$ cat src/design/bus_pkg.sv
// Wishbone bus package
// Bus widths, address types and the video memory map
package bus_pkg;

    localparam int WB_ADDR_WIDTH = 17;  // Bus address width
    localparam int DATA_WIDTH    = 8;   // Bus and CPU data width

    typedef logic [WB_ADDR_WIDTH-1:0] wb_addr_t;  // Wishbone byte address
    typedef logic [DATA_WIDTH-1:0]    wb_data_t;  // Wishbone / CPU data byte

    typedef logic [10:0] vram_ofs_t;  // Offset into video RAM window (2 KB)
    typedef logic [11:0] vrom_ofs_t;  // Offset into character ROM window (4 KB)

    // Memory map windows
    localparam wb_addr_t VRAM_BASE = 17'h08000;  // Video RAM
    localparam wb_addr_t VROM_BASE = 17'h10000;  // Character ROM

    // Bus address of a video RAM byte
    function automatic wb_addr_t vram_addr(input vram_ofs_t ofs);
        wb_addr_t addr;
        addr = VRAM_BASE + wb_addr_t'(ofs);
        return addr;
    endfunction

    // Bus address of a character ROM byte
    function automatic wb_addr_t vrom_addr(input vrom_ofs_t ofs);
        wb_addr_t addr;
        addr = VROM_BASE + wb_addr_t'(ofs);
        return addr;
    endfunction

endpackage

$ cat src/design/crtc_pkg.sv
// CRTC package
// Register indices, counter types and the structs passed between video blocks
package crtc_pkg;

    typedef logic [4:0]  crtc_reg_idx_t;  // CRTC address register
    typedef logic [7:0]  char_cnt_t;      // Character count within a line
    typedef logic [6:0]  row_cnt_t;       // Character row count within a frame
    typedef logic [3:0]  sync_w_t;        // Sync pulse width
    typedef logic [13:0] ma_t;            // Refresh memory address
    typedef logic [4:0]  ra_t;            // Raster address (scanline in row)
    typedef logic [1:0]  fetch_stage_t;   // Transfer index within a fetch round

    // 6545 register indices
    localparam crtc_reg_idx_t R_HTOTAL     = 5'd0;
    localparam crtc_reg_idx_t R_HDISP      = 5'd1;
    localparam crtc_reg_idx_t R_HSYNC_POS  = 5'd2;
    localparam crtc_reg_idx_t R_SYNC_WIDTH = 5'd3;   // VS width high nibble, HS width low
    localparam crtc_reg_idx_t R_VTOTAL     = 5'd4;
    localparam crtc_reg_idx_t R_VDISP      = 5'd6;
    localparam crtc_reg_idx_t R_VSYNC_POS  = 5'd7;
    localparam crtc_reg_idx_t R_MAX_SCAN   = 5'd9;
    localparam crtc_reg_idx_t R_START_HI   = 5'd12;  // Bits 13:8 of start address
    localparam crtc_reg_idx_t R_START_LO   = 5'd13;

    // Fetch round order
    localparam fetch_stage_t FETCH_EVEN_RAM = 2'd0;
    localparam fetch_stage_t FETCH_EVEN_ROM = 2'd1;
    localparam fetch_stage_t FETCH_ODD_RAM  = 2'd2;
    localparam fetch_stage_t FETCH_ODD_ROM  = 2'd3;

    typedef struct packed {
        char_cnt_t htotal;       // Last character of a line
        char_cnt_t hdisp;        // Displayed characters per line
        char_cnt_t hsync_pos;    // HS start character
        sync_w_t   hsync_width;  // In character clocks
        sync_w_t   vsync_width;  // In scanlines
        row_cnt_t  vtotal;       // Last row of a frame
        row_cnt_t  vdisp;        // Displayed rows
        row_cnt_t  vsync_pos;    // VS start row
        ra_t       max_scan;     // Last scanline of a row
        ma_t       start_addr;   // Refresh address of first character
    } crtc_regs_t;

    typedef struct packed {
        logic de;  // Display enable
        ma_t  ma;
        ra_t  ra;
    } crtc_timing_t;

    typedef struct packed {
        logic [7:0] even_glyph;  // Glyph row of even column
        logic [7:0] odd_glyph;   // Glyph row of odd column
        logic       invert;      // TA12 of the pair
    } glyph_pair_t;

endpackage

$ cat src/design/crtc_regs.sv
// CRTC register file
// CPU address register, programmed timing values and read-back mux
`timescale 1ns/1ps

module crtc_regs (
    input  logic                 wb_clock_i,
    input  logic                 arst_n_i,
    input  logic                 crtc_cs_i,       // Chip select from address decode
    input  logic                 crtc_we_i,       // 1 = CPU writes
    input  logic                 crtc_rs_i,       // 0 = address/status, 1 = data register
    input  logic                 wr_strobe_i,     // One-cycle CPU write strobe
    input  bus_pkg::wb_data_t    crtc_data_i,
    output bus_pkg::wb_data_t    crtc_data_o,
    output logic                 crtc_data_oe_o,  // CPU is reading
    output crtc_pkg::crtc_regs_t regs_o
);
    import bus_pkg::*;
    import crtc_pkg::*;

    crtc_reg_idx_t addr_q;   // Selected register
    crtc_regs_t    regs_q;
    wb_data_t      rd_data;
    logic          wr_en;

    assign wr_en = wr_strobe_i && crtc_cs_i && crtc_we_i;

    always_ff @(posedge wb_clock_i or negedge arst_n_i) begin
        if (!arst_n_i) begin
            addr_q <= '0;
            regs_q <= '0;
        end else if (wr_en) begin
            if (!crtc_rs_i) begin
                addr_q <= crtc_data_i[4:0];  // Address register write
            end else begin
                case (addr_q)
                    R_HTOTAL:     regs_q.htotal            <= crtc_data_i;
                    R_HDISP:      regs_q.hdisp             <= crtc_data_i;
                    R_HSYNC_POS:  regs_q.hsync_pos         <= crtc_data_i;
                    R_SYNC_WIDTH: begin
                        regs_q.hsync_width <= crtc_data_i[3:0];
                        regs_q.vsync_width <= crtc_data_i[7:4];
                    end
                    R_VTOTAL:     regs_q.vtotal            <= crtc_data_i[6:0];
                    R_VDISP:      regs_q.vdisp             <= crtc_data_i[6:0];
                    R_VSYNC_POS:  regs_q.vsync_pos         <= crtc_data_i[6:0];
                    R_MAX_SCAN:   regs_q.max_scan          <= crtc_data_i[4:0];
                    R_START_HI:   regs_q.start_addr[13:8]  <= crtc_data_i[5:0];
                    R_START_LO:   regs_q.start_addr[7:0]   <= crtc_data_i;
                    default: ;                              // Unimplemented index
                endcase
            end
        end
    end

    // Read-back of addressed register, zero-extended
    always_comb begin
        rd_data = '0;
        case (addr_q)
            R_HTOTAL:     rd_data = regs_q.htotal;
            R_HDISP:      rd_data = regs_q.hdisp;
            R_HSYNC_POS:  rd_data = regs_q.hsync_pos;
            R_SYNC_WIDTH: rd_data = {regs_q.vsync_width, regs_q.hsync_width};
            R_VTOTAL:     rd_data = wb_data_t'(regs_q.vtotal);
            R_VDISP:      rd_data = wb_data_t'(regs_q.vdisp);
            R_VSYNC_POS:  rd_data = wb_data_t'(regs_q.vsync_pos);
            R_MAX_SCAN:   rd_data = wb_data_t'(regs_q.max_scan);
            R_START_HI:   rd_data = wb_data_t'(regs_q.start_addr[13:8]);
            R_START_LO:   rd_data = regs_q.start_addr[7:0];
            default:      rd_data = '0;
        endcase
    end

    assign crtc_data_o    = crtc_rs_i ? rd_data : '0;  // Status reads as zero
    assign crtc_data_oe_o = crtc_cs_i && !crtc_we_i;
    assign regs_o         = regs_q;

endmodule

$ cat src/design/crtc_timing.sv
// CRTC timing generator
// Character, scanline and row counters producing sync, DE, MA and RA
`timescale 1ns/1ps

module crtc_timing (
    input  logic                   wb_clock_i,
    input  logic                   arst_n_i,
    input  logic                   cpu_reset_i,  // Synchronous counter reset
    input  logic                   cclk_en_i,    // Character clock enable
    input  crtc_pkg::crtc_regs_t   regs_i,
    output crtc_pkg::crtc_timing_t timing_o,
    output logic                   h_sync_o,
    output logic                   v_sync_o
);
    import crtc_pkg::*;

    char_cnt_t h_cnt, h_next;        // Character in line
    ra_t       scan_cnt, scan_next;  // Scanline in row
    row_cnt_t  row_cnt, row_next;    // Row in frame
    ma_t       row_ma, row_ma_next;  // Refresh address of first char in row
    sync_w_t   hs_left;              // HS enables remaining
    sync_w_t   vs_left;              // VS lines remaining
    logic      h_end;
    logic      scan_end;
    logic      frame_end;
    logic      h_start;
    logic      v_start;

    assign h_end     = (h_cnt == regs_i.htotal);
    assign scan_end  = (scan_cnt == regs_i.max_scan);
    assign frame_end = (row_cnt == regs_i.vtotal);

    // Next counter position on a character clock
    always_comb begin
        h_next      = h_end ? '0 : h_cnt + 1'b1;
        scan_next   = scan_cnt;
        row_next    = row_cnt;
        row_ma_next = row_ma;
        if (h_end) begin
            if (scan_end) begin
                scan_next = '0;
                if (frame_end) begin
                    row_next    = '0;
                    row_ma_next = regs_i.start_addr;  // Start address latched per frame
                end else begin
                    row_next    = row_cnt + 1'b1;
                    row_ma_next = row_ma + ma_t'(regs_i.hdisp);
                end
            end else begin
                scan_next = scan_cnt + 1'b1;
            end
        end
    end

    assign h_start = (h_next == regs_i.hsync_pos) && (regs_i.hsync_width != '0);
    // VS starts on the first scanline of the sync row
    assign v_start = h_end && scan_end && (row_next == regs_i.vsync_pos)
                     && (regs_i.vsync_width != '0);

    always_ff @(posedge wb_clock_i or negedge arst_n_i) begin
        if (!arst_n_i) begin
            h_cnt    <= '0;
            scan_cnt <= '0;
            row_cnt  <= '0;
            row_ma   <= '0;
            hs_left  <= '0;
            vs_left  <= '0;
            h_sync_o <= 1'b0;
            v_sync_o <= 1'b0;
            timing_o <= '0;
        end else if (cpu_reset_i) begin
            h_cnt    <= '0;
            scan_cnt <= '0;
            row_cnt  <= '0;
            row_ma   <= '0;
            hs_left  <= '0;
            vs_left  <= '0;
            h_sync_o <= 1'b0;
            v_sync_o <= 1'b0;
            timing_o <= '0;
        end else if (cclk_en_i) begin
            h_cnt    <= h_next;
            scan_cnt <= scan_next;
            row_cnt  <= row_next;
            row_ma   <= row_ma_next;

            // Outputs describe the position just entered
            timing_o.de <= (h_next < regs_i.hdisp) && (row_next < regs_i.vdisp);
            timing_o.ma <= row_ma_next + ma_t'(h_next);
            timing_o.ra <= scan_next;

            if (h_start) begin
                h_sync_o <= 1'b1;
                hs_left  <= regs_i.hsync_width - 1'b1;
            end else if (hs_left != '0) begin
                hs_left  <= hs_left - 1'b1;
            end else begin
                h_sync_o <= 1'b0;
            end

            if (v_start) begin
                v_sync_o <= 1'b1;
                vs_left  <= regs_i.vsync_width - 1'b1;
            end else if (h_end) begin         // Width counted in lines
                if (vs_left != '0) begin
                    vs_left <= vs_left - 1'b1;
                end else begin
                    v_sync_o <= 1'b0;
                end
            end
        end
    end

endmodule

$ cat src/design/video_fetch.sv
// Video fetch engine
// Wishbone master reading screen codes and glyph rows for a column pair
`timescale 1ns/1ps

module video_fetch (
    input  logic                   wb_clock_i,
    input  logic                   arst_n_i,
    input  crtc_pkg::crtc_timing_t timing_i,
    input  logic                   col_80_mode_i,  // 1 = 80 columns
    input  logic                   graphic_i,      // Character set select
    output bus_pkg::wb_addr_t      wb_addr_o,
    output bus_pkg::wb_data_t      wb_data_o,
    input  bus_pkg::wb_data_t      wb_data_i,
    output logic                   wb_we_o,
    output logic                   wb_cycle_o,
    output logic                   wb_strobe_o,
    input  logic                   wb_stall_i,
    input  logic                   wb_ack_i,
    output crtc_pkg::glyph_pair_t  glyph_o,
    output logic                   glyph_valid_o
);
    import bus_pkg::*;
    import crtc_pkg::*;

    typedef enum logic {
        WB_IDLE,
        WB_AWAIT_ACK
    } fetch_state_t;

    fetch_state_t state;
    fetch_stage_t stage;
    wb_addr_t     req_addr;
    logic         req;          // Request issued this cycle
    logic         take;         // Ack accepted this cycle

    // Round context, sampled at the first request
    ma_t          ma_q;
    ra_t          ra_q;
    logic         graphic_q;
    wb_data_t     even_code_q;
    wb_data_t     even_glyph_q;
    wb_data_t     odd_code_q;

    assign req  = (state == WB_IDLE) && !wb_stall_i;
    assign take = (state == WB_AWAIT_ACK) && wb_ack_i;

    always_comb begin
        unique case (stage)
            FETCH_EVEN_RAM: req_addr = vram_addr(col_80_mode_i
                                ? {timing_i.ma[9:0], 1'b0}     // 80 column
                                : {1'b0, timing_i.ma[9:0]});   // 40 column
            FETCH_EVEN_ROM: req_addr = vrom_addr({ma_q[13], graphic_q,
                                                  even_code_q[6:0], ra_q[2:0]});
            FETCH_ODD_RAM:  req_addr = vram_addr({ma_q[9:0], 1'b1});
            FETCH_ODD_ROM:  req_addr = vrom_addr({ma_q[13], graphic_q,
                                                  odd_code_q[6:0], ra_q[2:0]});
        endcase
    end

    // Bus control
    always_ff @(posedge wb_clock_i or negedge arst_n_i) begin
        if (!arst_n_i) begin
            state         <= WB_IDLE;
            stage         <= FETCH_EVEN_RAM;
            wb_cycle_o    <= 1'b0;
            wb_strobe_o   <= 1'b0;
            glyph_valid_o <= 1'b0;
        end else begin
            wb_strobe_o   <= 1'b0;   // Single-cycle strobe
            glyph_valid_o <= 1'b0;
            if (req) begin
                wb_cycle_o  <= 1'b1;
                wb_strobe_o <= 1'b1;
                state       <= WB_AWAIT_ACK;
            end else if (take) begin
                stage <= stage + 1'b1;  // Wraps to even RAM after odd ROM
                state <= WB_IDLE;
                if (stage == FETCH_ODD_ROM) begin
                    wb_cycle_o    <= 1'b0;  // Round complete
                    glyph_valid_o <= 1'b1;
                end
            end
        end
    end

    // Address and captured data
    always_ff @(posedge wb_clock_i) begin
        if (req) begin
            wb_addr_o <= req_addr;
            if (stage == FETCH_EVEN_RAM) begin
                ma_q      <= timing_i.ma;
                ra_q      <= timing_i.ra;
                graphic_q <= graphic_i;
            end
        end
        if (take) begin
            unique case (stage)
                FETCH_EVEN_RAM: even_code_q  <= wb_data_i;
                FETCH_EVEN_ROM: even_glyph_q <= wb_data_i;
                FETCH_ODD_RAM:  odd_code_q   <= wb_data_i;
                FETCH_ODD_ROM: begin
                    glyph_o.even_glyph <= even_glyph_q;
                    glyph_o.odd_glyph  <= wb_data_i;
                    glyph_o.invert     <= ma_q[12];  // TA12
                end
            endcase
        end
    end

    assign wb_we_o   = 1'b0;  // Read-only master
    assign wb_data_o = '0;

endmodule

$ cat src/design/video_top.sv
// Video subsystem top
// CRTC register file and timing generator feeding the Wishbone fetch engine
`timescale 1ns/1ps

module video_top (
    input  logic                  wb_clock_i,
    input  logic                  arst_n_i,
    output bus_pkg::wb_addr_t     wb_addr_o,
    output bus_pkg::wb_data_t     wb_data_o,
    input  bus_pkg::wb_data_t     wb_data_i,
    output logic                  wb_we_o,
    output logic                  wb_cycle_o,
    output logic                  wb_strobe_o,
    input  logic                  wb_stall_i,
    input  logic                  wb_ack_i,
    input  logic                  cpu_reset_i,
    input  logic                  wr_strobe_i,
    input  logic                  cclk_en_i,
    input  logic                  crtc_cs_i,
    input  logic                  crtc_we_i,
    input  logic                  crtc_rs_i,
    input  bus_pkg::wb_data_t     crtc_data_i,
    output bus_pkg::wb_data_t     crtc_data_o,
    output logic                  crtc_data_oe_o,
    input  logic                  col_80_mode_i,
    input  logic                  graphic_i,
    output logic                  h_sync_o,
    output logic                  v_sync_o,
    output crtc_pkg::glyph_pair_t glyph_o,
    output logic                  glyph_valid_o
);
    import crtc_pkg::*;

    crtc_regs_t   regs;    // Programmed CRTC values
    crtc_timing_t timing;  // DE, MA, RA

    crtc_regs u_regs (
        .wb_clock_i     (wb_clock_i),
        .arst_n_i       (arst_n_i),
        .crtc_cs_i      (crtc_cs_i),
        .crtc_we_i      (crtc_we_i),
        .crtc_rs_i      (crtc_rs_i),
        .wr_strobe_i    (wr_strobe_i),
        .crtc_data_i    (crtc_data_i),
        .crtc_data_o    (crtc_data_o),
        .crtc_data_oe_o (crtc_data_oe_o),
        .regs_o         (regs)
    );

    crtc_timing u_timing (
        .wb_clock_i  (wb_clock_i),
        .arst_n_i    (arst_n_i),
        .cpu_reset_i (cpu_reset_i),
        .cclk_en_i   (cclk_en_i),
        .regs_i      (regs),
        .timing_o    (timing),
        .h_sync_o    (h_sync_o),
        .v_sync_o    (v_sync_o)
    );

    video_fetch u_fetch (
        .wb_clock_i    (wb_clock_i),
        .arst_n_i      (arst_n_i),
        .timing_i      (timing),
        .col_80_mode_i (col_80_mode_i),
        .graphic_i     (graphic_i),
        .wb_addr_o     (wb_addr_o),
        .wb_data_o     (wb_data_o),
        .wb_data_i     (wb_data_i),
        .wb_we_o       (wb_we_o),
        .wb_cycle_o    (wb_cycle_o),
        .wb_strobe_o   (wb_strobe_o),
        .wb_stall_i    (wb_stall_i),
        .wb_ack_i      (wb_ack_i),
        .glyph_o       (glyph_o),
        .glyph_valid_o (glyph_valid_o)
    );

endmodule

$ cat config.mk
export PLATFORM = sky130hd
export DESIGN_NAME = video_top
export DESIGN_NICKNAME = d
export VERILOG_FILES = /design/src/design/bus_pkg.sv /design/src/design/crtc_pkg.sv /design/src/design/crtc_regs.sv /design/src/design/crtc_timing.sv /design/src/design/video_fetch.sv /design/src/design/video_top.sv
export SDC_FILE = /design/constraint.sdc
export NUM_CORES = 1
export LEC_CHECK = 0
export BUFFER_PORTS_ARGS = -buffer_cell sky130_fd_sc_hd__clkbuf_2
export CORE_ASPECT_RATIO = 1.75
export CORE_UTILIZATION = 40
export CTS_BUF_LIST = sky130_fd_sc_hd__clkbuf_4 sky130_fd_sc_hd__clkbuf_8 sky130_fd_sc_hd__clkbuf_16
export CTS_CLUSTER_SIZE = 16
export DETAILED_ROUTE_END_ITERATION = 12
export HOLD_SLACK_MARGIN = 0.1
export PLACE_DENSITY = 0.59
export SETUP_SLACK_MARGIN = 0.1
export SKIP_LAST_GASP = 1
export SLEW_MARGIN = 20
export SYNTH_ARGS = -nofsm -noshare
export SYNTH_HDL_FRONTEND = slang
export SYNTH_SLANG_ARGS = --single-unit
$ cat constraint.sdc
create_clock -name wb_clock_i -period 5 [get_ports wb_clock_i]
set_clock_uncertainty 0.15 [all_clocks]
set_input_delay 1.5 -clock wb_clock_i [delete_from_list [all_inputs] [get_ports wb_clock_i]]
set_output_delay 1.5 -clock wb_clock_i [all_outputs]
set_load 0.05 [all_outputs]
==> out/metrics.yaml <==
yosys_register_bits: 208
avgSynthCellArea_um2: 11.21
fin_tns_setup_ps: 0
syn_area_um2: 10960
cts.sinks: 208
rsz0062_at_grt: "false"
fp.dieW_um: 127.1
finalSetupViolations: 0
worstMarginPinSlew_ps: 1052
power_density_nw_per_um2: 450.2
cts_resized: 0
rows: 79
period_minus_slack_ps: 4523
core_area_um2: 26790
finalHoldViolCount: 0
gp_congestion: 0.9700
firstDrtPassIters: 5
run_status: "completed"
path_buf_inv: 1
yosys_warnings: 0
hold_path.class: "flop to flop"
drive_gt1_share_pct: 20.93
instances_no_fill: 1415
start_util_pct: 40.92
die_area_um2: 28100
post_cts_buffers: 0
cp-start-kind: "flop"
synthCells: 978
synth_top_area_cell: "dfrtp_1"
ctsLongestPathBuffers: 3
critical_path.top_delay_family: "simple AND/OR/NAND/NOR gates"
cts_tree: "built"
grt.total_usage_pct: 21.68
htree_num_levels: 1
port_buffers: 72
dpl.hpwl_um: 22110
syn_to_final_growth_pct: 12.62
crit_slowest_cell: "nor2_1"
async_reset_ff_share_pct: 66.83
crit_path_cell_trace: "or3_1 > nor2_1 > a221oi_1 > a31oi_1 > clkbuf_2"
yosys-top-cells-area: "dfrtp_1 (32%), edfxtp_1 (19%), mux2_2 (8.2%)"
globalRouteOverflowTotal: 0
slew_violations: 0
antennaDiodeCount: 0
io_pins: 85
drc: 0
placedCellCount: 1378
crit_type: "flop to primary output"
grt_start_max_net_pins: 83
root_buffer: "clkbuf_16"
grt_pass1_wl_um: 46770
die_h_um: 221.0
ant_nets: 0
cp-startpoint: "u_regs.addr_q[2]"
fmax_mhz: 221.1
fin_util_pct: 46.09
routedWlPerCell_um: 21.01
fin_ws_ps: 476.7
cap_viol_max_count: 0
drt_iter0_markers: 464
min_from: "u_fetch.even_glyph_q[7]"
synth_edf_count: 69
insertion_delay_ps: 510
cts_hold_buffers: 0
slowest_delay_ps: 560
routed_via_density: 5.652
vias: 7997
synth-main-ff-cell: "dfrtp_1"
synth-seq-area-share_pct: 50.63
rr_startpoint: "u_timing.row_cnt[1]"
cp_max_fo: 8
leakage_nw: 5.351
finalNetCount: 1092
total_power_w: 0.005558
slew_headroom_pct: 29.24
finalCritPeriodShare_pct: 90.47
dp_worst_setup_slack_ps: 770.5
layout_common_cells: "dfrtp_1 (139), nor2_1 (81), mux2_2 (80)"
ys_types: 77
path_clk_slew_ps: 60
cts-buffers-inserted: 21
crit_arrival_ps: 2870
peakVddDrop_v: 0.0002521
cp.required_ps: 3350
antenna_found_initial: 0
yosysTopAreaCellShare_pct: 31.73
drt_wl_total_um: 29730
endpoint_kind: "primary output"
grt_pass1_vias: 8185
layout_commonest_cell: "dfrtp_1"
[layout make-up]
cell class              instances  area (um^2)
fillers                      2527        14440
flip-flops and latches        208         5550
multi-input cells             706         5079
clock buffers                  23        540.5
repair buffers                 88        499.2
well taps                     364        455.4
clock inverters                14        176.4
inverters                      12        45.04
[cell families after synthesis]
group | after synthesis | synth area share [%]
AND/OR/NAND/NOR | 282 | 13.14
XOR/XNOR | 50 | 3.995
flip-flops | 208 | 50.63
buffers and inverters | 75 | 3.413
multiplexers | 125 | 12.33
adder cells (fa/ha/maj) | 27 | 3.219
other | 1 | 0.03421
AO/OA/AOI/OAI | 210 | 13.24
[layer usage]
| layer | GRT usage, % | routed length (um) | up-vias |
|---|---|---|---|
| li1 | - | - | 3741 |
| met1 | 22.43 | 10790 | 3936 |
| met2 | 40.02 | 15820 | 224 |
| met3 | 2.369 | 1061 | 96 |
| met4 | 15.44 | 2055 | 0 |
| met5 | 0 | 0 | - |
[where the power goes]
group,switching [W],internal (W)
logic,0.00106,0.000570
clock network,0.000677,0.000989
registers,0.000240,0.00202
[cells in the mapped netlist (10+ instances only)]
cell        n
xnor2_1    24
buf_4      14
a21oi_1    37
xor2_1     26
a221oi_1   12
inv_1      12
a22o_1     13
a31oi_1    17
a22oi_1    13
o21ai_0    43
nor2_1     81
nand3_1    23
mux2_2     80
ha_1       25
clkbuf_1   34
dfrtp_1   139
nor3_1     22
a211oi_1   10
nand2_1    68
edfxtp_1   69
mux2i_1    45
[through the flow]
step,cell area [um^2],hold slack [ps]
2_1_floorplan,11000,250.3
3_3_place_gp,11630,251.1
3_5_place_dp,11630,256.1
4_1_cts,12350,271.1
5_1_grt,12350,279.2
6_report,12350,268.8
[flip-flops by register name, summed over array words and instances (netlist names), 3 cells and up]
name / cells
u_fetch.even_code_q: 7
u_fetch.glyph_o: 17
u_regs.addr_q: 5
u_timing.h_cnt: 8
u_timing.row_ma: 14
u_timing.hs_left: 4
u_fetch.ma_q: 12
u_timing.vs_left: 4
u_timing.row_cnt: 7
u_regs.regs_o: 72
u_fetch.even_glyph_q: 8
u_fetch.odd_code_q: 7
u_timing.timing_o: 12
u_fetch.ra_q: 3
u_timing.scan_cnt: 5
u_fetch.wb_addr_o: 14
[worst reg2reg max path, delay by kind of cell, from the launching register on]
kind	cells	cell delay, ps
AOI/OAI and AO/OA	9	1700
adders and majority gates	1	490
and+or+nand+nor	3	890
xor gates and xnor gates	2	350
DFF	1	450
[final timing paths]
check	endpoint	cells after the start	slack [ps]
max	crtc_data_o[0]	5	480
min	u_fetch.glyph_o[16]	0	270
max reg2reg	u_timing.timing_o[17]	15	890
min reg2reg	u_fetch.glyph_o[16]	0	270
max in group asynchronous	u_fetch.wb_strobe_o	2	3030
min in group asynchronous	u_regs.addr_q[4]	1	870
No activity file was read; power rests on OpenSTA's default activity.
